### src/design/cache_geom_pkg.sv
package cache_geom_pkg;

    // Cache geometry
    localparam int unsigned SETS       = 64;
    localparam int unsigned WAYS       = 4;
    localparam int unsigned CL_WORDS   = 4;
    localparam int unsigned WORD_WIDTH = 64;
    localparam int unsigned TAG_WIDTH  = 20;

    // Derived widths
    localparam int unsigned SET_WIDTH      = $clog2(SETS);
    localparam int unsigned WORD_IDX_WIDTH = $clog2(CL_WORDS);
    localparam int unsigned BE_WIDTH       = WORD_WIDTH / 8;
    localparam int unsigned NLINE_WIDTH    = TAG_WIDTH + SET_WIDTH;

    // One data RAM entry per word of every line
    localparam int unsigned DATA_DEPTH = SETS * CL_WORDS;

    typedef logic [SET_WIDTH-1:0]          set_t;
    typedef logic [TAG_WIDTH-1:0]          tag_t;
    typedef logic [WORD_IDX_WIDTH-1:0]     word_idx_t;
    // Set in the low bits, tag above
    typedef logic [NLINE_WIDTH-1:0]        nline_t;
    typedef logic [WAYS-1:0]               way_vec_t;
    typedef logic [WORD_WIDTH-1:0]         data_word_t;
    typedef logic [BE_WIDTH-1:0]           be_t;
    // Set times CL_WORDS plus the word index
    typedef logic [$clog2(DATA_DEPTH)-1:0] data_addr_t;

    typedef struct packed {
        logic valid;
        tag_t tag;
    } dir_entry_t;

endpackage

### src/design/cache_req_pkg.sv
package cache_req_pkg;

    // Tag lookup of one set
    typedef struct packed {
        cache_geom_pkg::set_t set;
        cache_geom_pkg::tag_t tag;
    } dir_lookup_t;

    // New directory entry, written into the victim way
    typedef struct packed {
        cache_geom_pkg::set_t       set;
        cache_geom_pkg::dir_entry_t entry;
    } dir_refill_t;

    typedef struct packed {
        cache_geom_pkg::set_t      set;
        cache_geom_pkg::word_idx_t word;
    } data_read_t;

    // Word write into the way that hit in the previous cycle
    typedef struct packed {
        cache_geom_pkg::set_t       set;
        cache_geom_pkg::word_idx_t  word;
        cache_geom_pkg::data_word_t data;
        cache_geom_pkg::be_t        be;
    } data_write_t;

    typedef struct packed {
        cache_geom_pkg::way_vec_t   way;
        cache_geom_pkg::set_t       set;
        cache_geom_pkg::word_idx_t  word;
        cache_geom_pkg::data_word_t data;
    } data_refill_t;

    // Per-way chip selects and write enables, one shared address
    typedef struct packed {
        cache_geom_pkg::way_vec_t cs;
        cache_geom_pkg::way_vec_t we;
        cache_geom_pkg::set_t     addr;
    } dir_ram_req_t;

    typedef struct packed {
        cache_geom_pkg::way_vec_t   cs;
        cache_geom_pkg::way_vec_t   we;
        cache_geom_pkg::data_addr_t addr;
    } data_ram_req_t;

endpackage

### src/design/lookup_resolve.sv
module lookup_resolve (
    input  logic                                              clk_i,
    input  logic                                              rst_ni,
    input  logic                                              dir_lookup_i,
    input  cache_req_pkg::dir_lookup_t                        dir_lookup_req_i,
    input  logic                                              dir_inval_check_i,
    input  cache_geom_pkg::nline_t                            dir_inval_nline_i,
    input  cache_geom_pkg::dir_entry_t [cache_geom_pkg::WAYS-1:0] dir_rentry_i,
    input  cache_geom_pkg::data_word_t [cache_geom_pkg::WAYS-1:0] data_rword_i,
    output cache_geom_pkg::way_vec_t                          hit_way_o,
    output logic                                              inval_hit_o,
    output cache_geom_pkg::set_t                              hit_set_o,
    output cache_geom_pkg::way_vec_t                          valid_vec_o,
    output cache_geom_pkg::data_word_t                        data_rdata_o
);

    logic                     lookup_q;
    logic                     inval_q;
    cache_geom_pkg::set_t     set_q;
    cache_geom_pkg::tag_t     tag_q;
    cache_geom_pkg::way_vec_t match;

    // Which compare the RAM output belongs to
    always_ff @(posedge clk_i or negedge rst_ni) begin
        if (!rst_ni) begin
            lookup_q <= 1'b0;
            inval_q  <= 1'b0;
        end else begin
            lookup_q <= dir_lookup_i;
            inval_q  <= dir_inval_check_i & ~dir_lookup_i;
        end
    end

    // Compare address captured in the command cycle
    always_ff @(posedge clk_i) begin
        if (dir_lookup_i) begin
            set_q <= dir_lookup_req_i.set;
            tag_q <= dir_lookup_req_i.tag;
        end else if (dir_inval_check_i) begin
            set_q <= cache_geom_pkg::set_t'(dir_inval_nline_i);
            tag_q <= dir_inval_nline_i[cache_geom_pkg::NLINE_WIDTH-1:cache_geom_pkg::SET_WIDTH];
        end
    end

    for (genvar w = 0; w < cache_geom_pkg::WAYS; w++) begin : gen_cmp
        assign valid_vec_o[w] = dir_rentry_i[w].valid;
        assign match[w]       = dir_rentry_i[w].valid && (dir_rentry_i[w].tag == tag_q);
    end

    // Serves the lookup and the invalidate compare alike
    assign hit_way_o   = (lookup_q || inval_q) ? match : '0;
    assign inval_hit_o = inval_q & (|match);
    assign hit_set_o   = set_q;

    // One-hot select, zero on a miss
    always_comb begin
        data_rdata_o = '0;
        for (int w = 0; w < cache_geom_pkg::WAYS; w++) begin
            if (hit_way_o[w]) begin
                data_rdata_o = data_rdata_o | data_rword_i[w];
            end
        end
    end

endmodule

### config.mk
export PLATFORM = sky130hd
export DESIGN_NAME = lookup_resolve
export DESIGN_NICKNAME = d
export VERILOG_FILES = /design/src/design/cache_geom_pkg.sv /design/src/design/cache_req_pkg.sv /design/src/design/lookup_resolve.sv
export SDC_FILE = /design/constraint.sdc
export NUM_CORES = 1
export LEC_CHECK = 0
export ABC_AREA = 1
export BUFFER_PORTS_ARGS = -buffer_cell sky130_fd_sc_hd__buf_2
export CORE_AREA = 2 2 183 185
export CTS_CLUSTER_SIZE = 14
export DETAILED_ROUTE_END_ITERATION = 12
export DIE_AREA = 0 0 185 187
export PLACE_DENSITY = 0.47
export SETUP_SLACK_MARGIN = 0.05
export SLEW_MARGIN = 5
export SYNTH_ARGS = -nofsm -noshare
export SYNTH_HDL_FRONTEND = slang
export SYNTH_SLANG_ARGS = --single-unit
### constraint.sdc
create_clock -name clk_i -period 1.5 [get_ports clk_i]
set_input_delay 0.075 -clock clk_i [delete_from_list [all_inputs] [get_ports clk_i]]
set_output_delay 0.075 -clock clk_i [all_outputs]
set_load 0.1 [all_outputs]
==> impl_metrics.tcl <==
set metrics [dict create \
    p_leak_nw 6.89 \
    tritoncts "done" \
    synth.ff_latch_count 28 \
    yosys.cell_types.count 21 \
    grt_pass1_vias 8138 \
    gr-usage-all-layers_pct 16.7 \
    crit_family "simple AND/OR/NAND/NOR gates" \
    drc_errors 0 \
    initialDrtViolationCount 176 \
    die-area_sq_um 34600 \
    crit_type "register to primary output" \
    synth_area_sq_um 5640 \
    synth-compound-area-share_pct 2.62 \
    place_congestion 0.878 \
    cts_buffers 3 \
    vias 8312 \
    start_util_pct 17.2 \
    synth_area_per_cell_sq_um 4.74 \
    synth_area_leaders "nor2_1 25%, inv_1 21%, nand2_1 21%" \
    layout_setup_ws_ns -0.936 \
    ant_nets 0 \
    fmax_mhz 410 \
    grtUsageMet3_pct 3.33 \
    crit_required_ns 1.42 \
    hold_start "dir_inval_nline_i[10]" \
    layout-drive-gt1-share_pct 52.9 \
    violations "setup timing" \
    power_mw 3.56 \
    fin_crit_sh_pct 162 \
    yosysWarnings 0 \
    startpoint_type "register" \
    max_cap_viol_count 0 \
    ir_worst_vdd_mv 0.669 \
    io_buffers 474 \
    ys_seq_area_share_pct 14.7 \
    top_usage_layer "met2" \
    grt.met1_usage_pct 17.5 \
    dp_hpwl_mm 25.0 \
    first_pass_iters 5 \
    gr-total-overflow 0 \
    crit_fanout 7 \
    antenna_found_initial 8 \
    slew-limit-headroom_pct 66.3 \
    ios 475 \
    wire_per_inst_microns 14.5 \
    viasPerCell 3.84 \
    synthMuxAreaShare_pct 0 \
    whs_ns 0.0696 \
    powerDensity_nw_per_um2 300 \
    crit_buf_inv 4 \
    netlist_instances 1190 \
    rsz0062_at_grt "yes" \
    synth_top_cell_area_share_pct 25.2 \
    grt_use_met2_pct 32.8 \
    nFillCells 3657 \
    synth_nets 1586 \
    cp_slowest_cell "edfxtp_1" \
    slew_violations 0 \
    outcome "finished with violations" \
    cts_sinks 28 \
    synthXorXnorAreaFrac_pct 1.86 \
    final_net_count 2108 \
    min_path_type "input pin to register" \
    tightest_slew_ns 0.510 \
    yosys.area_share.simple_pct 53.0 \
    cp_common_cell "nand2_1" \
    grt_max_degree 32 \
    tns_ns -60.88 \
    core_area_sq_um 32900 \
    setup_viol 69 \
    dpl_worst_slack_ns -0.725 \
    cp-end-kind "primary output" \
    synthAdderAreaFrac_pct 0 \
    hold_viol_final 0 \
    path_clk_slew_ns 0.07 \
    syn_to_final_growth_pct 110 \
    synth_top_family_by_area "simple AND/OR/NAND/NOR gates" \
    final_util_pct 36.1 \
    htreeDepth 1 \
    fin_crit_ns 2.44 \
    grt_pass1_wl_mm 44.1 \
    die_height_microns 187 \
    cts_buffer_depth 2 \
    drt-total-wl_mm 31.3 \
    fp-row-count 67 \
    crit_chain "nand2_1 -> nand2_1 -> nor2_2 -> nand2_1 -> nor2_4 -> nand4_1 -> buf_6 -> buf_12 -> clkbuf_16 -> nor2_4 -> nor2_2 -> nand2_4 -> buf_12" \
    cp-startpoint "tag_q[3]$_DFFE_PP_" \
    root_buffer "clkbuf_16" \
    crit_path_max_incr_delay_ns 0.53 \
    critical_path_arrival_ns 2.36 \
    synth_area_leader_cell "nor2_1" \
    fp.dieW_microns 185 \
]
## layer usage
layer / up-vias / wire length (microns)
li1: 4340 / -
met4: 6 / 870
met3: 42 / 2410
met5: - / 40
met2: 335 / 16600
met1: 3589 / 11400
## final timing paths
check	endpoint	slack (ns)	depth (start not counted)
max	data_rdata_o[30]	-0.94	13
min	tag_q[4]$_DFFE_PP_	0.07	3
max in group asynchronous	lookup_q$_DFF_PN0_	1.27	2
min in group asynchronous	inval_q$_DFF_PN0_	0.13	2
## through the flow
stage | cells | instance area [sq um]
floorplan | 1190 | 6170
global placement | 2118 | 10200
detailed placement | 2118 | 10200
CTS | 2149 | 10900
global route | 2163 | 11900
finish | 2163 | 11900
## cells in the mapped netlist (all sizes together)
master	number
buf	29
clkbuf	8
clkinv	1
dfrtp	2
edfxtp	26
inv	330
nand2	311
nand3	8
nand4	4
nor2	430
o211ai	4
o21a	1
o21ai	22
or2	2
xnor2	6
xor2	6
## layout make-up
cell class / instances / area [sq um] / share of cell area [%]
clock inverter: 1 / 30.0 / 0.253
sequential: 28 / 831 / 7.00
tap: 448 / 561 / 4.72
inverter: 331 / 1260 / 10.6
antenna: 4 / 10.0 / 0.0844
timing repair buffer: 554 / 4480 / 37.7
clock buffer: 3 / 75.1 / 0.633
multi-input combinational: 794 / 4620 / 38.9
## flip-flops by register name, summed over array words and instances, names as in the netlist
name,cells
hit_set_o,6
inval_q,1
lookup_q,1
tag_q,20
## where the power goes
group / total, mW / internal (mW) / leakage [nW] / switching (mW)
Combinational: 1.73 / 0.729 / 6.55 / 0.999
Clock: 0.797 / 0.532 / 0.0511 / 0.265
Sequential: 1.03 / 0.953 / 0.292 / 0.0816
Total: 3.56 / 2.21 / 6.89 / 1.35
## tightest hold or removal path, stage by stage
cell,delay (ns)
buf_2,0.07
nand2_1,0.04
nand2_1,0.04
## cell usage in the layout (no fill, tap or decap), types with 6 or more instances in the layout
cell       Yosys  final
inv_2         18     16
buf_16         0      7
buf_12         0     79
nor2_1       379    185
buf_2          1    405
o21ai_1       10     10
xor2_1         6      6
edfxtp_1      26     26
nand2_2        0     12
nor2_2        51    174
clkbuf_16      0     10
buf_4          7     38
nand2_4        0     65
xnor2_1        6      6
nand3_1        8      8
buf_6         21     13
nand2_1      311    234
inv_1        312    308
nor2_4         0     71
o21ai_0       12      9
## cell families after synthesis
group	count (synthesis)
and+or+nand+nor	755
DFF	28
buffers and inverters	368
AOI/OAI and AO/OA	27
xor gates and xnor gates	12
## timing repair
action	CTS	global route
setup endpoints to repair	69	69
cloned	6	7
pin swaps	17	15
endpoints found under the hold margin	2	0
buffers inserted	20	5
gates resized for setup	87	234
hold buffers	1	0
(Power assumes the default switching activity.)
