`config.mk`:
```
export PLATFORM = sky130hd
export DESIGN_NAME = way_sram
export DESIGN_NICKNAME = d
export VERILOG_FILES = /design/src/design/cache_geom_pkg.sv /design/src/design/way_sram.sv
export SDC_FILE = /design/constraint.sdc
export NUM_CORES = 1
export LEC_CHECK = 0
export ABC_AREA = 0
export BUFFER_PORTS_ARGS = -buffer_cell sky130_fd_sc_hd__buf_2
export CORE_MARGIN = 3
export CORE_UTILIZATION = 40
export CTS_CLUSTER_SIZE = 10
export DETAILED_ROUTE_END_ITERATION = 10
export PLACE_DENSITY = 0.74
export SYNTH_ARGS = -nofsm -noshare
export SYNTH_HDL_FRONTEND = slang
export SYNTH_SLANG_ARGS = --single-unit
export TNS_END_PERCENT = 20
```
`constraint.sdc`:
```
create_clock -name clk_i -period 0.9 [get_ports clk_i]
set_clock_uncertainty 0.15 [all_clocks]
set_input_delay 0.09 -clock clk_i [delete_from_list [all_inputs] [get_ports clk_i]]
set_output_delay 0.09 -clock clk_i [all_outputs]
set_load 0.03 [all_outputs]
```
`src/design/cache_geom_pkg.sv`:
```
package cache_geom_pkg;

    // Cache geometry
    localparam int unsigned SETS       = 64;
    localparam int unsigned WAYS       = 4;
    localparam int unsigned CL_WORDS   = 4;
    localparam int unsigned WORD_WIDTH = 64;
    localparam int unsigned TAG_WIDTH  = 20;

    // Derived widths
    localparam int unsigned SET_WIDTH      = $clog2(SETS);
    localparam int unsigned WORD_IDX_WIDTH = $clog2(CL_WORDS);
    localparam int unsigned BE_WIDTH       = WORD_WIDTH / 8;
    localparam int unsigned NLINE_WIDTH    = TAG_WIDTH + SET_WIDTH;

    // One data RAM entry per word of every line
    localparam int unsigned DATA_DEPTH = SETS * CL_WORDS;

    typedef logic [SET_WIDTH-1:0]          set_t;
    typedef logic [TAG_WIDTH-1:0]          tag_t;
    typedef logic [WORD_IDX_WIDTH-1:0]     word_idx_t;
    // Set in the low bits, tag above
    typedef logic [NLINE_WIDTH-1:0]        nline_t;
    typedef logic [WAYS-1:0]               way_vec_t;
    typedef logic [WORD_WIDTH-1:0]         data_word_t;
    typedef logic [BE_WIDTH-1:0]           be_t;
    // Set times CL_WORDS plus the word index
    typedef logic [$clog2(DATA_DEPTH)-1:0] data_addr_t;

    typedef struct packed {
        logic valid;
        tag_t tag;
    } dir_entry_t;

endpackage

```
`src/design/way_sram.sv`:
```
module way_sram #(
    parameter type         payload_t = logic,
    parameter int unsigned DEPTH     = 2
) (
    input  logic                                clk_i,
    input  cache_geom_pkg::way_vec_t            cs_i,
    input  cache_geom_pkg::way_vec_t            we_i,
    input  logic [$clog2(DEPTH)-1:0]            addr_i,
    input  payload_t                            wdata_i,
    input  cache_geom_pkg::be_t                 be_i,
    output payload_t [cache_geom_pkg::WAYS-1:0] rdata_o
);

    localparam int unsigned PAYLOAD_WIDTH = $bits(payload_t);

    logic [PAYLOAD_WIDTH-1:0] wbits;

    assign wbits = wdata_i;

    for (genvar w = 0; w < cache_geom_pkg::WAYS; w++) begin : gen_bank
        logic [PAYLOAD_WIDTH-1:0] mem_q [DEPTH];
        logic [PAYLOAD_WIDTH-1:0] rdata_q;

        // Read data holds until the next read of this bank
        always_ff @(posedge clk_i) begin
            if (cs_i[w]) begin
                if (we_i[w]) begin
                    for (int b = 0; b < PAYLOAD_WIDTH; b++) begin
                        if (be_i[b / 8]) begin
                            mem_q[addr_i][b] <= wbits[b];
                        end
                    end
                end else begin
                    rdata_q <= mem_q[addr_i];
                end
            end
        end

        assign rdata_o[w] = payload_t'(rdata_q);
    end

endmodule

```
==> flow_summary.ini, run 1 <==
[power]
p_per_area_nw_per_um2 = 1580
cellLeakagePower_nw = 0.266
ir_worst_vdd_uv = 978

[critical_path]
worstPathCellList = mux2_4
critPathCaptureType = register
crit_type = reg2reg
crit_buf_inv = 0
crit_path_max_incr_delay_ns = 0.37
arrival_ns = 0.90
critPathRequiredTime_ns = 0.77
path_delay_family = flip-flops
crit_path_start_kind = register
timing.critical_path.fanout_max = 1
crit_slowest_cell = edfxtp_1

[synthesis]
syn_inst = 33
yosys.area.top_type = edfxtp_1
syn-mean-instance-area_um2 = 17.1
synth_area_um2 = 564
syn_nets = 52
synth-seq-cells = 12
ys_types = 8
netlist.area_leader.share = 0.639
synth-seq-area-share = 0.639
yosys_warnings = 0
synth.area.top_cells = edfxtp_1, and4b_2, and4_2

[placed_design]
port-buffer-count = 15
dp_slack_ns = -0.176
place.gp.congestion = 0.641

[grt]
grt_max_degree = 13
antenna_found_initial = 0
grt_pass1_wl_mm = 1.38
overflow = 0
first_global_vias = 331
grt_use_total = 0.0961

[detailed_routing]
drtAntennaViolNets = 0
drc = 0
viasPerCell = 5.08
drtPass1Iterations = 2
drt_iter0_markers = 1
finalWirelength_um = 809
num_vias = 310
wl_per_cell_um = 13.3

[sta]
whs_ns = -0.0408
slew_viol_final = 0
maxSlewHeadroom = 0.852
setup_viol = 8
rsz0062_at_grt = true
tns_ns = -1.02
period_share = 1.15
worstMarginPinSlew_ns = 0.222
max_freq_mhz = 968
finalHoldViolations = 12
layout_setup_ws_ns = -0.133
min_period_ns = 1.03

[layout]
post-route-util = 0.551
nets = 67
fill_cells = 103
layout-drive-gt1-share = 0.638
final_common_cell = edfxtp_1
area_growth_pct = 18.8
final_cell_mix = edfxtp_1, buf_2
n_antenna_cell = 0

[clock_network]
cts_tree = built
h-tree-depth = 1
clockRootBuffer = clkbuf_4
clockBufferDepth = 2
postCtsSetupRepairBufs = 0
clk_pin_slew_worst_paths_ns = 0.07
cts_buffers = 3
cts_sinks = 12
clk_latency_ns = 0.26

[floorplanning]
rows = 12
core_area_um2 = 1220
die_y_um = 43.6
ios = 23
dieWidth_um = 43.6
dieArea_um2 = 1900
start_util = 0.464

[status]
violations = negative hold slack, negative setup slack
status = finished with violations

[flow_run]
maxCapViolations = 0

[worst_hold_path]
hp-class = in2reg
==> report_power, final <==
group	leakage (nW)	internal, mW	switching [mW]
registers	0.110	0.634	0.00468
logic	0.140	0.0534	0.0492
clock network	0.0154	0.160	0.157
==> logic make-up after synthesis <==
kind of cell	count (synthesis)	share of synthesized area
buffers and inverters	5	0.0732
DFF	12	0.639
muxes	4	0.0931
and+or+nand+nor	12	0.195
==> flip-flops by register name, indices dropped and copies added, names as in the netlist <==
name	flops
gen_bank.mem_q	8
gen_bank.rdata_q	4
==> per-stage QoR <==
step | cells | total power, mW | area (um2) | hold WS (ns)
after floorplan | 33 | 0.708 | 564 | 0.0389
after global placement | 57 | 0.737 | 616 | 0.197
after detailed placement | 57 | 0.746 | 616 | 0.227
after CTS | 61 | 1.07 | 671 | -0.0477
after global routing | 61 | 1.11 | 671 | -0.0416
final | 61 | 1.06 | 671 | -0.0408
==> final timing paths <==
| path | startpoint | endpoint | slack (ns) | cells past startpoint |
|---|---|---|---|---|
| max | gen_bank[3].mem_q[0] | gen_bank[3].rdata_q | -0.13 | 1 |
| min | wdata_i | gen_bank[1].mem_q[1] | -0.04 | 1 |
| max reg2reg | gen_bank[3].mem_q[0] | gen_bank[3].rdata_q | -0.13 | 1 |
| min reg2reg | gen_bank[3].mem_q[1] | gen_bank[3].rdata_q | 0.40 | 1 |
==> metal layers <==
layer	vias up	routed length, um	track usage
met1	140	357	0.116
li1	155	-	-
met3	0	70	0.0249
met5	-	0	0
met2	15	382	0.172
met4	0	0	0.0181
==> area by class of cell <==
cell class / instances / area, um2 / share of cell area
Multi-Input combinational cell: 16 / 166 / 0.248
Timing Repair Buffer: 15 / 100 / 0.149
Tap cell: 14 / 17.5 / 0.0261
Sequential cell: 12 / 360 / 0.537
Clock inverter: 1 / 3.75 / 0.00560
Clock buffer: 3 / 22.5 / 0.0336
==> timing repair <==
action / CTS / global route
gates resized for setup: 9 / 0
endpoints found under the setup margin: 8 / 8
endpoints found under the hold margin: 12 / 11
==> cells in the mapped netlist <==
cell      instances
edfxtp_1         12
and4_2            4
and4b_2           4
buf_4             4
nor2b_1           4
mux2_2            2
mux2_4            2
buf_6             1
No activity file was read; power rests on OpenSTA's default activity.
==> inputs of run 2 (changes only) <==
--- a/config.mk
+++ b/config.mk
@@ -7,11 +7,11 @@
 export LEC_CHECK = 0
 export ABC_AREA = 0
 export BUFFER_PORTS_ARGS = -buffer_cell sky130_fd_sc_hd__buf_2
-export CORE_MARGIN = 3
-export CORE_UTILIZATION = 40
+export CORE_AREA = 2 2 39 41
 export CTS_CLUSTER_SIZE = 10
 export DETAILED_ROUTE_END_ITERATION = 10
-export PLACE_DENSITY = 0.74
+export DIE_AREA = 0 0 41 43
+export PLACE_DENSITY = 0.75
 export SYNTH_ARGS = -nofsm -noshare
 export SYNTH_HDL_FRONTEND = slang
 export SYNTH_SLANG_ARGS = --single-unit
==> constraint.sdc (replaced) <==
create_clock -name clk_i -period 1 [get_ports clk_i]
set_clock_uncertainty 0.15 [all_clocks]
set_input_delay 0.1 -clock clk_i [delete_from_list [all_inputs] [get_ports clk_i]]
set_output_delay 0.1 -clock clk_i [all_outputs]
set_load 0.03 [all_outputs]
==> flow_summary.ini, run 2 (synthesis gave the netlist of run 1 again) <==
[detailed_routing]
wl_per_cell_um = 11.0
drc = 0
finalWirelength_um = 690
num_vias = 306
drt_iter0_markers = 3
viasPerCell = 4.86
drtAntennaViolNets = 0
drtPass1Iterations = 4

[sta]
whs_ns = -0.000851
layout_setup_ws_ns = -0.0315
maxSlewHeadroom = 0.850
rsz0062_at_grt = true
finalHoldViolations = 2
max_freq_mhz = 969
slew_viol_final = 0
setup_viol = 8
worstMarginPinSlew_ns = 0.225
min_period_ns = 1.03
period_share = 1.03

[power]
p_per_area_nw_per_um2 = 1370
cellLeakagePower_nw = 0.268
pwr-share-clk = 0.284
switchingPower_mw = 0.174
switching_share = 0.186
combPwrFrac = 0.099
p_seq_frac = 0.616
finalPower_mw = 0.934
p_int_mw = 0.760
ir_worst_vdd_uv = 548

[clock_network]
postCtsSetupRepairBufs = 0
clk_pin_slew_worst_paths_ns = 0.06
cts_sinks = 12
clk_latency_ns = 0.25
clockRootBuffer = clkbuf_4
postCtsHoldBufs = 1
cts_tree = built
h-tree-depth = 1
clockBufferDepth = 2
cts_buffers = 3

[floorplanning]
start_util = 0.408
dieWidth_um = 41
core_area_um2 = 1380
rows = 14
die_y_um = 43
ios = 23
dieArea_um2 = 1760

[grt]
grt_max_degree = 13
first_global_vias = 299
grt_use_total = 0.0988
overflow = 0
antenna_found_initial = 0
grt_pass1_wl_mm = 1.12

[layout]
post-route-util = 0.491
largest_register_ffs = 8
reg_top3 = gen_bank.mem_q (8), gen_bank.rdata_q (4)
final_cell_mix = edfxtp_1, buf_2
top_register = gen_bank.mem_q
n_antenna_cell = 0
final_area_um2 = 679
nets = 68
area_growth_pct = 20.4
layout-drive-gt1-share = 0.638
final_common_cell = edfxtp_1

[critical_path]
critPathRequiredTime_ns = 0.75
crit_path_max_incr_delay_ns = 0.38
path_delay_family = flip-flops
crit_slowest_cell = edfxtp_1
worstPathCellList = buf_6
timing.critical_path.fanout_max = 1
crit_type = reg2out
crit_path_start_kind = register
crit_buf_inv = 1
arrival_ns = 0.78
critPathCaptureType = output port

[worst_hold_path]
hp-class = in2reg

[placed_design]
post_dp_cell_area_um2 = 618
port-buffer-count = 15
dp_slack_ns = -0.0838
dp_hpwl_um = 540
place.gp.congestion = 0.663

[flow_run]
maxCapViolations = 0

[status]
status = finished with violations
violations = negative hold slack, negative setup slack
## run 2: layer usage
metal  part of all wire  routed length (um)  GRT usage  vias up
met5                  0                   0          0        -
met4                  0                   0      0.100        0
met3              0.025                  17     0.0157        0
met2               0.54                 376      0.147        6
met1               0.43                 297      0.108      144
li1                   -                   -          -      156
## run 2: power groups by stage
stage	clock, mW	sequential, mW	combinational [mW]
6_report	0.266	0.575	0.0929
5_1_grt	0.291	0.577	0.102
4_1_cts	0.273	0.575	0.0919
3_5_place_dp	0	0.585	0.0838
3_3_place_gp	0	0.584	0.0808
2_1_floorplan	0	0.585	0.0523
## run 2: area by class of cell
cell class	count	area, um2
Fill cell	121	704
Sequential cell	12	360
Multi-Input combinational cell	16	166
Timing Repair Buffer	16	110
Clock buffer	3	22.5
Tap cell	16	20.0
## run 2: timing repair
action                                 CTS  global route
gates resized for setup                  8             1
endpoints found under the hold margin   12             1
setup endpoints to repair                8             8
## run 2: through the flow
stage          std cells   TNS [ns]
2_1_floorplan         33  -0.000726
3_3_place_gp          59     -0.306
3_5_place_dp          59     -0.406
4_1_cts               63     -0.240
5_1_grt               63     -0.431
6_report              63     -0.196
## run 2: worst paths after layout
kind | to | startpoint | cells past startpoint | slack, ns
setup reg to reg | gen_bank[1].rdata_q | gen_bank[1].mem_q[0] | 1 | -0.03
hold reg to reg | gen_bank[0].rdata_q | gen_bank[0].mem_q[0] | 1 | 0.40
setup / recovery | rdata_o[3] | gen_bank[3].rdata_q | 1 | -0.03
hold / removal | gen_bank[2].rdata_q | we_i[2] | 2 | -0.0009
==> inputs of run 3 (changes only) <==
--- a/config.mk
+++ b/config.mk
@@ -7,10 +7,11 @@
 export LEC_CHECK = 0
 export ABC_AREA = 0
 export BUFFER_PORTS_ARGS = -buffer_cell sky130_fd_sc_hd__buf_2
-export CORE_AREA = 2 2 39 41
+export CORE_AREA = 5 5 42 44
+export CTS_CLUSTER_DIAMETER = 200
 export CTS_CLUSTER_SIZE = 10
 export DETAILED_ROUTE_END_ITERATION = 10
-export DIE_AREA = 0 0 41 43
+export DIE_AREA = 0 0 47 49
 export PLACE_DENSITY = 0.75
 export SYNTH_ARGS = -nofsm -noshare
 export SYNTH_HDL_FRONTEND = slang
==> constraint.sdc (replaced) <==
create_clock -name clk_i -period 1.3 [get_ports clk_i]
set_clock_uncertainty 0.15 [all_clocks]
set_input_delay 0.13 -clock clk_i [delete_from_list [all_inputs] [get_ports clk_i]]
set_output_delay 0.13 -clock clk_i [all_outputs]
set_load 0.03 [all_outputs]
==> flow_summary.ini, run 3 (synthesis gave the netlist of run 1 again) <==
[sta]
rsz0062_at_grt = false
max_freq_mhz = 925
period_share = 0.832
min_period_ns = 1.08
tns_ns = 0
worstMarginPinSlew_ns = 0.211
whs_ns = 0.0158
slew_viol_final = 0
setup_viol = 0
maxSlewHeadroom = 0.859
finalHoldViolations = 0

[layout]
stdcell_count = 63
nets = 68
final_cell_mix = buf_2, edfxtp_1, and4b_2, and4_2, nor2b_1
top_register = gen_bank.mem_q
layout-drive-gt1-share = 0.638
final_area_um2 = 651
final_common_cell = buf_2
area_growth_pct = 15.3
reg_top3 = gen_bank.mem_q (8), gen_bank.rdata_q (4)
largest_register_ffs = 8
n_antenna_cell = 0

[critical_path]
timing.critical_path.fanout_max = 1
cp-endpoint = rdata_o[1]
critPathRequiredTime_ns = 1.02
arrival_ns = 0.80
reg2reg_depth = 1
crit_buf_inv = 1
r2r_setup_slack_ns = 0.26
crit_slowest_cell = edfxtp_1
path_delay_family = flip-flops
critPathLaunch = gen_bank[1].rdata_q
crit_path_start_kind = register
critPathCaptureType = output port
crit_type = reg2out
cp.depth = 1
rr_startpoint = gen_bank[1].mem_q[0]
crit_path_max_incr_delay_ns = 0.35
reg2reg_to = gen_bank[1].rdata_q
worstPathCellList = buf_2

[placed_design]
post_dp_cell_area_um2 = 618
port-buffer-count = 15
dp_cells = 59
place.gp.congestion = 0.705

[clock_network]
clockRootBuffer = clkbuf_4
postCtsHoldBufs = 1
cts_tree = built
postCtsSetupRepairBufs = 0
cts_buffers = 3
clk_pin_slew_worst_paths_ns = 0.07
cts_sinks = 12
clockBufferDepth = 2
clk_latency_ns = 0.27
ctsResizeCount = 0
h-tree-depth = 1

[grt]
overflow = 0
first_global_vias = 306
grt_max_degree = 13
grt_pass1_wl_mm = 1.25
grt_use_total = 0.0802
antenna_found_initial = 0

[detailed_routing]
drtPass1Iterations = 2
num_vias = 318
drtAntennaViolNets = 0
wl_per_cell_um = 13.1
drt_iter0_markers = 6
finalWirelength_um = 828
viasPerCell = 5.05
drc = 0

[worst_hold_path]
min-delay-start = we_i[1]
hp-class = in2reg

[floorplanning]
dieWidth_um = 47
dieArea_um2 = 2300
die_y_um = 49
core_area_um2 = 1400
ios = 23
rows = 14
start_util = 0.403

[power]
cellLeakagePower_nw = 0.256
p_per_area_nw_per_um2 = 1120
ir_worst_vdd_uv = 452

[status]
status = finished, final reports clean

[flow_run]
maxCapViolations = 0
[run 3: changes by cell type in the layout (fill, tap and decap cells not counted)]
cell,previous run,this run
mux2_4,3,2
buf_6,4,0
mux2_2,1,2
buf_2,11,15
[run 3: area by class of cell]
cell class,count,area [um2]
fillers,148,751
flip-flops and latches,12,360
multi-input cells,16,163
repair buffers,16,85.1
clock buffers,3,22.5
well taps,16,20.0
[run 3: how the worst min path moves through the flow]
stage / end / slack, ns / cells after the start
6_report: gen_bank[1].rdata_q / 0.02 / 2
4_1_cts: gen_bank[1].rdata_q / 0.01 / 2
2_1_floorplan: gen_bank[0].mem_q[0] / 0.08 / 0
3_5_place_dp: gen_bank[3].mem_q[0] / 0.27 / 1
3_3_place_gp: gen_bank[1].mem_q[0] / 0.25 / 1
5_1_grt: gen_bank[0].rdata_q / 0.02 / 2
[run 3: routing by layer]
metal | up-vias | global-route usage | share of wire
li1 | 155 | - | -
met4 | 0 | 0.0691 | 0.017
met2 | 14 | 0.127 | 0.50
met3 | 3 | 0.0221 | 0.11
met1 | 146 | 0.0812 | 0.37
met5 | - | 0 | 0
[run 3: where the power goes]
group / internal, mW / switching, mW / total [mW]
Sequential: 0.439 / 0.00251 / 0.442
Combinational: 0.0339 / 0.0333 / 0.0673
Clock: 0.107 / 0.112 / 0.219
[run 3: stage by stage]
step           power [mW]  setup WS (ns)  utilization
2_1_floorplan       0.490          0.300            -
3_3_place_gp        0.512          0.194        0.441
3_5_place_dp        0.516          0.188        0.441
4_1_cts             0.735          0.209        0.464
5_1_grt             0.750          0.182        0.464
6_report            0.728          0.219        0.464
