--- src/design/cache_geom_pkg.sv ---
package cache_geom_pkg;

    // Cache geometry
    localparam int unsigned SETS       = 64;
    localparam int unsigned WAYS       = 4;
    localparam int unsigned CL_WORDS   = 4;
    localparam int unsigned WORD_WIDTH = 64;
    localparam int unsigned TAG_WIDTH  = 20;

    // Derived widths
    localparam int unsigned SET_WIDTH      = $clog2(SETS);
    localparam int unsigned WORD_IDX_WIDTH = $clog2(CL_WORDS);
    localparam int unsigned BE_WIDTH       = WORD_WIDTH / 8;
    localparam int unsigned NLINE_WIDTH    = TAG_WIDTH + SET_WIDTH;

    // One data RAM entry per word of every line
    localparam int unsigned DATA_DEPTH = SETS * CL_WORDS;

    typedef logic [SET_WIDTH-1:0]          set_t;
    typedef logic [TAG_WIDTH-1:0]          tag_t;
    typedef logic [WORD_IDX_WIDTH-1:0]     word_idx_t;
    // Set in the low bits, tag above
    typedef logic [NLINE_WIDTH-1:0]        nline_t;
    typedef logic [WAYS-1:0]               way_vec_t;
    typedef logic [WORD_WIDTH-1:0]         data_word_t;
    typedef logic [BE_WIDTH-1:0]           be_t;
    // Set times CL_WORDS plus the word index
    typedef logic [$clog2(DATA_DEPTH)-1:0] data_addr_t;

    typedef struct packed {
        logic valid;
        tag_t tag;
    } dir_entry_t;

endpackage

--- src/design/cache_req_pkg.sv ---
package cache_req_pkg;

    // Tag lookup of one set
    typedef struct packed {
        cache_geom_pkg::set_t set;
        cache_geom_pkg::tag_t tag;
    } dir_lookup_t;

    // New directory entry, written into the victim way
    typedef struct packed {
        cache_geom_pkg::set_t       set;
        cache_geom_pkg::dir_entry_t entry;
    } dir_refill_t;

    typedef struct packed {
        cache_geom_pkg::set_t      set;
        cache_geom_pkg::word_idx_t word;
    } data_read_t;

    // Word write into the way that hit in the previous cycle
    typedef struct packed {
        cache_geom_pkg::set_t       set;
        cache_geom_pkg::word_idx_t  word;
        cache_geom_pkg::data_word_t data;
        cache_geom_pkg::be_t        be;
    } data_write_t;

    typedef struct packed {
        cache_geom_pkg::way_vec_t   way;
        cache_geom_pkg::set_t       set;
        cache_geom_pkg::word_idx_t  word;
        cache_geom_pkg::data_word_t data;
    } data_refill_t;

    // Per-way chip selects and write enables, one shared address
    typedef struct packed {
        cache_geom_pkg::way_vec_t cs;
        cache_geom_pkg::way_vec_t we;
        cache_geom_pkg::set_t     addr;
    } dir_ram_req_t;

    typedef struct packed {
        cache_geom_pkg::way_vec_t   cs;
        cache_geom_pkg::way_vec_t   we;
        cache_geom_pkg::data_addr_t addr;
    } data_ram_req_t;

endpackage

--- src/design/mem_access_arbiter.sv ---
module mem_access_arbiter (
    input  logic                          clk_i,
    input  logic                          rst_ni,
    input  logic                          dir_lookup_i,
    input  cache_req_pkg::dir_lookup_t    dir_lookup_req_i,
    input  logic                          dir_refill_sel_victim_i,
    input  logic                          dir_refill_i,
    input  cache_req_pkg::dir_refill_t    dir_refill_req_i,
    input  logic                          dir_inval_check_i,
    input  logic                          dir_inval_write_i,
    input  cache_geom_pkg::nline_t        dir_inval_nline_i,
    input  logic                          data_read_i,
    input  cache_req_pkg::data_read_t     data_read_req_i,
    input  logic                          data_write_i,
    input  cache_req_pkg::data_write_t    data_write_req_i,
    input  logic                          data_refill_i,
    input  cache_req_pkg::data_refill_t   data_refill_req_i,
    input  cache_geom_pkg::way_vec_t      hit_way_i,
    input  cache_geom_pkg::way_vec_t      victim_way_i,
    output logic                          ready_o,
    output cache_req_pkg::dir_ram_req_t   dir_ram_o,
    output cache_geom_pkg::dir_entry_t    dir_wentry_o,
    output cache_req_pkg::data_ram_req_t  data_ram_o,
    output cache_geom_pkg::data_word_t    data_wdata_o,
    output cache_geom_pkg::be_t           data_be_o
);

    logic                 init_q;
    cache_geom_pkg::set_t init_set_q;
    cache_geom_pkg::set_t inval_set;

    function automatic cache_geom_pkg::data_addr_t word_addr(
        input cache_geom_pkg::set_t      set,
        input cache_geom_pkg::word_idx_t word
    );
        return cache_geom_pkg::data_addr_t'(set * cache_geom_pkg::CL_WORDS + word);
    endfunction

    // Sweep clears one set per cycle, ready once the last set is written
    always_ff @(posedge clk_i or negedge rst_ni) begin
        if (!rst_ni) begin
            init_q     <= 1'b0;
            init_set_q <= '0;
        end else if (!init_q) begin
            init_q     <= (init_set_q == cache_geom_pkg::set_t'(cache_geom_pkg::SETS - 1));
            init_set_q <= init_set_q + 1'b1;
        end
    end

    assign ready_o   = init_q;
    assign inval_set = cache_geom_pkg::set_t'(dir_inval_nline_i);

    // Directory requests, highest priority first
    always_comb begin
        dir_ram_o    = '0;
        dir_wentry_o = '0;
        case (1'b1)
            ~init_q: begin
                dir_ram_o.cs   = '1;
                dir_ram_o.we   = '1;
                dir_ram_o.addr = init_set_q;
            end
            dir_lookup_i: begin
                dir_ram_o.cs   = '1;
                dir_ram_o.addr = dir_lookup_req_i.set;
            end
            dir_refill_sel_victim_i: begin
                dir_ram_o.cs   = '1;
                dir_ram_o.addr = dir_refill_req_i.set;
            end
            // Victim comes from the read one cycle earlier
            dir_refill_i: begin
                dir_ram_o.cs   = victim_way_i;
                dir_ram_o.we   = victim_way_i;
                dir_ram_o.addr = dir_refill_req_i.set;
                dir_wentry_o   = dir_refill_req_i.entry;
            end
            dir_inval_check_i: begin
                dir_ram_o.cs   = '1;
                dir_ram_o.addr = inval_set;
            end
            // Clear the way that matched the check, written entry stays zero
            dir_inval_write_i: begin
                dir_ram_o.cs   = hit_way_i;
                dir_ram_o.we   = hit_way_i;
                dir_ram_o.addr = inval_set;
            end
            default: begin
            end
        endcase
    end

    // Data requests, nothing during the sweep
    always_comb begin
        data_ram_o   = '0;
        data_wdata_o = '0;
        data_be_o    = '0;
        case (1'b1)
            ~init_q: begin
            end
            data_refill_i: begin
                data_ram_o.cs   = data_refill_req_i.way;
                data_ram_o.we   = data_refill_req_i.way;
                data_ram_o.addr = word_addr(data_refill_req_i.set, data_refill_req_i.word);
                data_wdata_o    = data_refill_req_i.data;
                data_be_o       = '1;
            end
            // Lands in the way that hit the lookup of the previous cycle
            data_write_i: begin
                data_ram_o.cs   = hit_way_i;
                data_ram_o.we   = hit_way_i;
                data_ram_o.addr = word_addr(data_write_req_i.set, data_write_req_i.word);
                data_wdata_o    = data_write_req_i.data;
                data_be_o       = data_write_req_i.be;
            end
            data_read_i: begin
                data_ram_o.cs   = '1;
                data_ram_o.addr = word_addr(data_read_req_i.set, data_read_req_i.word);
            end
            default: begin
            end
        endcase
    end

endmodule

--- config.mk ---
export PLATFORM = sky130hd
export DESIGN_NAME = mem_access_arbiter
export DESIGN_NICKNAME = d
export VERILOG_FILES = /design/src/design/cache_geom_pkg.sv /design/src/design/cache_req_pkg.sv /design/src/design/mem_access_arbiter.sv
export SDC_FILE = /design/constraint.sdc
export NUM_CORES = 1
export LEC_CHECK = 0
export BUFFER_PORTS_ARGS = -buffer_cell sky130_fd_sc_hd__clkbuf_2
export CORE_AREA = 2 2 149 151
export CTS_CLUSTER_DIAMETER = 50
export DETAILED_ROUTE_END_ITERATION = 6
export DIE_AREA = 0 0 151 153
export HOLD_SLACK_MARGIN = 0.03
export PLACE_DENSITY = 0.37
export SLEW_MARGIN = 20
export SYNTH_ARGS = -nofsm -noshare
export SYNTH_HDL_FRONTEND = slang
export SYNTH_SLANG_ARGS = --single-unit
--- constraint.sdc ---
create_clock -name clk_i -period 2.55 [get_ports clk_i]
set_input_delay 0.3825 -clock clk_i [delete_from_list [all_inputs] [get_ports clk_i]]
set_output_delay 0.3825 -clock clk_i [all_outputs]
set_load 0.01 [all_outputs]
==> impl_metrics.yaml, run 1 <==
run_status:
  status: "finished, final reports clean"
cts:
  cts-root-buf: "clkbuf_16"
  cts_buffers: 3
  cts_resized: 0
  cts_tree: "built"
  cts_buffer_depth: 2
  postCtsSetupRepairBufs: 0
  numClockSinks: 7
  clk_pin_slew_ns: 0.04
  htreeDepth: 1
  clock_latency_ns: 0.23
  hold_buffers: 1
detailed_routing:
  dr_wl_met3_microns: 928
  drt-met1-wl_mm: 5.05
  vias_per_cell: 3.87
  routed.top_layer: "met4"
  ant_nets: 0
  wl_per_cell_microns: 13.4
  dr_total_vias: 3543
  routed_wirelength_mm: 12.3
  wl_met2_mm: 6.24
  drtIter0Drc: 275
  dr.pass1.iters: 4
  route.detailed.drc: 0
floorplan:
  die_x_microns: 151
  rows: 54
  coreArea_sq_um: 21500
  die_y_microns: 153
  start_util: 0.0901
  dieArea_sq_um: 23100
  ios: 385
timing:
  worstMarginPinSlew_ns: 0.499
  slew_viol_final: 0
  skew_ns: 0.00211
  worst_hold_slack_ns: 0.489
  rsz0062_at_grt: "no"
  finalSetupViolations: 0
  fmax_ghz: 0.513
  fin_setup_tns_ns: 0
  fin_crit_sh: 0.765
  worst_slack_ns: 0.600
  final-hold-violation-count: 0
  slew_headroom: 0.668
  min_period_ns: 1.95
place:
  gp_congestion: 0.760
  dp_slack_ns: 0.590
  io_buffers: 344
  dpl_cell_area_sq_um: 3950
  dpl.hpwl_mm: 10.4
worst_setup_path:
  critPathKind: "in2out"
  cp_data_arrival_time_ns: 1.57
  r2r_setup_slack_ns: 1.24
  cp_max_fo: 45
  start_kind: "input pin"
  required_ns: 2.17
  endpoint_kind: "output port"
synth:
  synth_top_area_share: 0.287
  ys_types: 34
  synth_edf_count: 0
  synth_ff_type: "dfrtp_1"
  synthCells: 310
  avgSynthCellArea_sq_um: 6.25
  synth_area_leaders: "a22oi_1 (29%), nor2_1 (16%), dfrtp_1 (9.0%)"
  synthTopCellsByCount: "nor2_1 (84), a22oi_1 (74), and2_1 (21)"
  synthMostInstantiatedCell: "nor2_1"
  synth.cell_area_sq_um: 1940
  ys_ff_latch: 7
  synthArstFlopShare: 1.00
  ys_seq_area_frac: 0.0904
  syn_nets: 572
  synth_top_cell_by_area: "a22oi_1"
  yosys_warnings: 0
power:
  p_switching_mw: 0.204
  seqPwrFrac: 0.157
  ir_drop_mv: 0.149
  swShare: 0.288
  p_int_mw: 0.506
  leakagePower_nw: 2.15
  power_density_nw_per_um2: 175
  comb_power_share: 0.469
  clkPwrFrac: 0.374
layout:
  finish.instance_area_sq_um: 4050
  areaGrowthSynthToFinish_pct: 109
  nets: 896
  layout-drive-gt1-share: 0.580
global_routing:
  grt_pass1_vias: 3303
  globalRouteOverflowTotal: 0
  grt_use_total: 0.0960
  antenna_found_initial: 2
  grt_max_degree: 61
  grt_pass1_wl_mm: 17.8
job:
  maxCapViolations: 0
worst_hold_path:
  hold_path_class: "reg2reg"
[worst max-delay path, cell delays in order]
cell and delay [ns]:
buf_2 0.16, buf_4 0.44, a22oi_1 0.21, o21ai_0 0.18, clkbuf_2 0.15
[cells in the final DEF (no fill, tap or decap), drive strengths merged]
cell         instances
clkbuf             347
nor2                84
a22oi               74
and2                21
a21oi               20
buf                 12
o21ai               11
nand3                8
dfrtp                7
o2bb2ai              6
o22ai                6
nor2b                6
a211oi               4
xnor2                4
a221o                4
diode                3
nand2                3
a221oi               2
inv                  2
nand2b               2
or2                  2
and3                 1
nor4b                1
nand4b               1
xor2                 1
mux2                 1
nand4                1
ha                   1
dlygate4sd3          1
[registers in the layout, indices dropped and copies added, names as in the netlist]
name        flops
ready_o         1
init_set_q      6
[logic make-up after synthesis]
group	count (synthesis)	synth area share
mux	1	0.00581
simple gates	130	0.314
fa+ha+maj	1	0.00646
compound gates	127	0.461
flops	7	0.0904
xor+xnor	5	0.0226
buf+inv	39	0.100
[through the flow]
step	util	power [mW]	instances
4_1_cts	0.188	0.719	913
3_3_place_gp	0.184	0.445	908
5_1_grt	0.188	0.759	914
3_5_place_dp	0.184	0.446	908
6_report	0.188	0.710	916
2_1_floorplan	-	0.241	310
[layer usage]
layer  up-vias  track usage
met5         -            0
met4         0       0.0111
met3         4       0.0104
met2       185        0.181
met1      1559        0.119
li1       1795            -
[power by group through the flow]
stage	Combinational, mW	Sequential (mW)	Clock, mW
4_1_cts	0.336	0.112	0.272
3_3_place_gp	0.332	0.113	0
3_5_place_dp	0.333	0.113	0
2_1_floorplan	0.128	0.113	0
6_report	0.333	0.112	0.265
5_1_grt	0.373	0.112	0.274
[final cells by class]
| cell class | instances | area, sq um |
|---|---|---|
| multi-input cells | 264 | 1580 |
| clock buffers | 4 | 78.8 |
| diodes | 3 | 7.51 |
| flip-flops and latches | 7 | 175 |
| well taps | 280 | 350 |
| repair buffers | 356 | 1850 |
| inverters | 2 | 7.51 |
| fillers | 2525 | 17400 |
[path summary, 6_finish.rpt]
path                               start             end  depth (start not counted)
max in group asynchronous         rst_ni   init_set_q[2]                          2
min                        init_set_q[5]   init_set_q[5]                          1
min in group asynchronous         rst_ni   init_set_q[0]                          2
max reg2reg                      ready_o   init_set_q[4]                          4
max                        data_refill_i  data_ram_o[15]                          5
min reg2reg                init_set_q[5]   init_set_q[5]                          1
Power figures use the tool's default switching activity.
==> inputs of run 2 (changes only) <==
--- a/config.mk
+++ b/config.mk
@@ -6,12 +6,12 @@
 export NUM_CORES = 1
 export LEC_CHECK = 0
 export BUFFER_PORTS_ARGS = -buffer_cell sky130_fd_sc_hd__clkbuf_2
-export CORE_AREA = 2 2 149 151
+export CORE_AREA = 2 2 150 152
 export CTS_CLUSTER_DIAMETER = 50
 export DETAILED_ROUTE_END_ITERATION = 6
-export DIE_AREA = 0 0 151 153
+export DIE_AREA = 0 0 152 154
 export HOLD_SLACK_MARGIN = 0.03
-export PLACE_DENSITY = 0.37
+export PLACE_DENSITY = 0.36
 export SLEW_MARGIN = 20
 export SYNTH_ARGS = -nofsm -noshare
 export SYNTH_HDL_FRONTEND = slang
==> constraint.sdc (replaced) <==
create_clock -name clk_i -period 1.9 [get_ports clk_i]
set_input_delay 0.285 -clock clk_i [delete_from_list [all_inputs] [get_ports clk_i]]
set_output_delay 0.285 -clock clk_i [all_outputs]
set_load 0.01 [all_outputs]
==> impl_metrics.yaml, run 2 (synthesis results as in run 1) <==
run_status:
  status: "finished, final reports clean"
timing:
  fin_crit_sh: 0.932
  min_period_ns: 1.77
  final-hold-violation-count: 0
  fmax_ghz: 0.565
  worstMarginPinSlew_ns: 0.402
  finalSetupViolations: 0
  slew_viol_final: 0
  skew_ns: 0.00165
  slew_headroom: 0.731
  fin_setup_tns_ns: 0
  rsz0062_at_grt: "no"
layout:
  fin_util: 0.191
  nets: 907
  final_cell_mix: "clkbuf_2 (343), nor2_1 (84), a22oi_1 (74)"
  areaGrowthSynthToFinish_pct: 114
  diodes: 0
  layout-drive-gt1-share: 0.587
  layout_commonest_cell: "clkbuf_2"
  largest_reg_flops: 6
  largest-register: "init_set_q"
worst_setup_path:
  start_kind: "flop"
  cp_data_arrival_time_ns: 1.49
  critPathKind: "reg2out"
  crit_path_top_delay_cell: "dfrtp_1"
  required_ns: 1.62
  cp_max_fo: 6
  crit_path_max_incr_delay_ns: 0.47
  path_cells: "nand2b_1, nor2_1, o21ai_0, clkbuf_2"
  endpoint_kind: "output port"
detailed_routing:
  dr.pass1.iters: 4
  wl_per_cell_microns: 14.5
  route.detailed.drc: 0
  vias_per_cell: 3.93
  dr_total_vias: 3631
  routed_wirelength_mm: 13.4
  ant_nets: 0
  drtIter0Drc: 250
global_routing:
  grt_pass1_vias: 3489
  grt_pass1_wl_mm: 20.1
  grt_use_total: 0.106
  globalRouteOverflowTotal: 0
  antenna_found_initial: 0
  grt_max_degree: 55
power:
  ir_drop_mv: 0.180
  power_density_nw_per_um2: 238
  p_total_mw: 0.987
  leakagePower_nw: 2.21
place:
  dpl.hpwl_mm: 11.5
  io_buffers: 344
  gp_congestion: 0.741
cts:
  clock_latency_ns: 0.23
  numClockSinks: 7
  cts-root-buf: "clkbuf_16"
  cts_buffers: 3
  clk_pin_slew_ns: 0.04
  cts_buffer_depth: 2
  htreeDepth: 1
  cts_tree: "built"
floorplan:
  coreArea_sq_um: 21700
  die_x_microns: 152
  start_util: 0.0893
  rows: 54
  dieArea_sq_um: 23400
  die_y_microns: 154
  ios: 385
job:
  maxCapViolations: 0
worst_hold_path:
  hold_path_class: "in2async"
-- run 2: path summary, 6_finish.rpt --
check	from	to	slack [ns]	depth (start not counted)
worst max-delay path	ready_o	dir_ram_o[11]	0.13	4
worst min-delay path	rst_ni	init_set_q[3]	0.44	2
worst max register to register	ready_o	init_set_q[5]	0.63	4
worst min register to register	init_set_q[4]	init_set_q[4]	0.51	1
max in group asynchronous	rst_ni	init_set_q[2]	1.30	2
min in group clk_i	init_set_q[4]	init_set_q[4]	0.51	1
-- run 2: routing by layer --
metal / share of wire / routed length (microns) / vias up / track usage
li1: - / - / 1810 / -
met1: 0.42 / 5620 / 1623 / 0.131
met2: 0.51 / 6870 / 196 / 0.199
met3: 0.066 / 887 / 2 / 0.0186
met4: 0.0016 / 22 / 0 / 0.00801
met5: 0 / 0 / - / 0
-- run 2: power by group --
group,switching [mW],leakage [nW],total (mW),internal (mW)
registers,0,0.0833,0.150,0.150
clock network,0.0792,0.0382,0.358,0.279
logic,0.211,2.09,0.478,0.267
total,0.290,2.21,0.987,0.697
-- run 2: repair_timing --
item | in CTS | in global routing
gates resized for setup | 0 | 0
hold endpoints to repair | 7 | 0
setup buffers | 0 | 0
hold buffers | 1 | 0
endpoints found under the setup margin | 0 | 0
-- run 2: area by class of cell --
type,count,area [sq um]
fill,2496,17500
sequential,7,175
multi-input combinational,264,1580
tap,280,350
inverter,2,7.51
timing repair buffer,367,1960
clock buffer,4,78.8
-- run 2: metrics by stage --
| step | cell area (sq um) | cells | worst slack [ns] | hold WS (ns) |
|---|---|---|---|---|
| finish | 4150 | 924 | 0.130 | 0.436 |
| global route | 4150 | 924 | 0.000236 | 0.457 |
| CTS | 4150 | 924 | 0.0658 | 0.450 |
| detailed placement | 4060 | 919 | 0.117 | 0.136 |
| global placement | 4060 | 919 | 0.162 | 0.137 |
| floorplan | 1940 | 310 | 0.459 | -0.0106 |
-- run 2: critical path: cells and delay by family (launching register included) --
family	cells	cell delay (ns)
flops	1	0.47
simple gates	2	0.42
buf+inv	1	0.17
compound gates	1	0.20
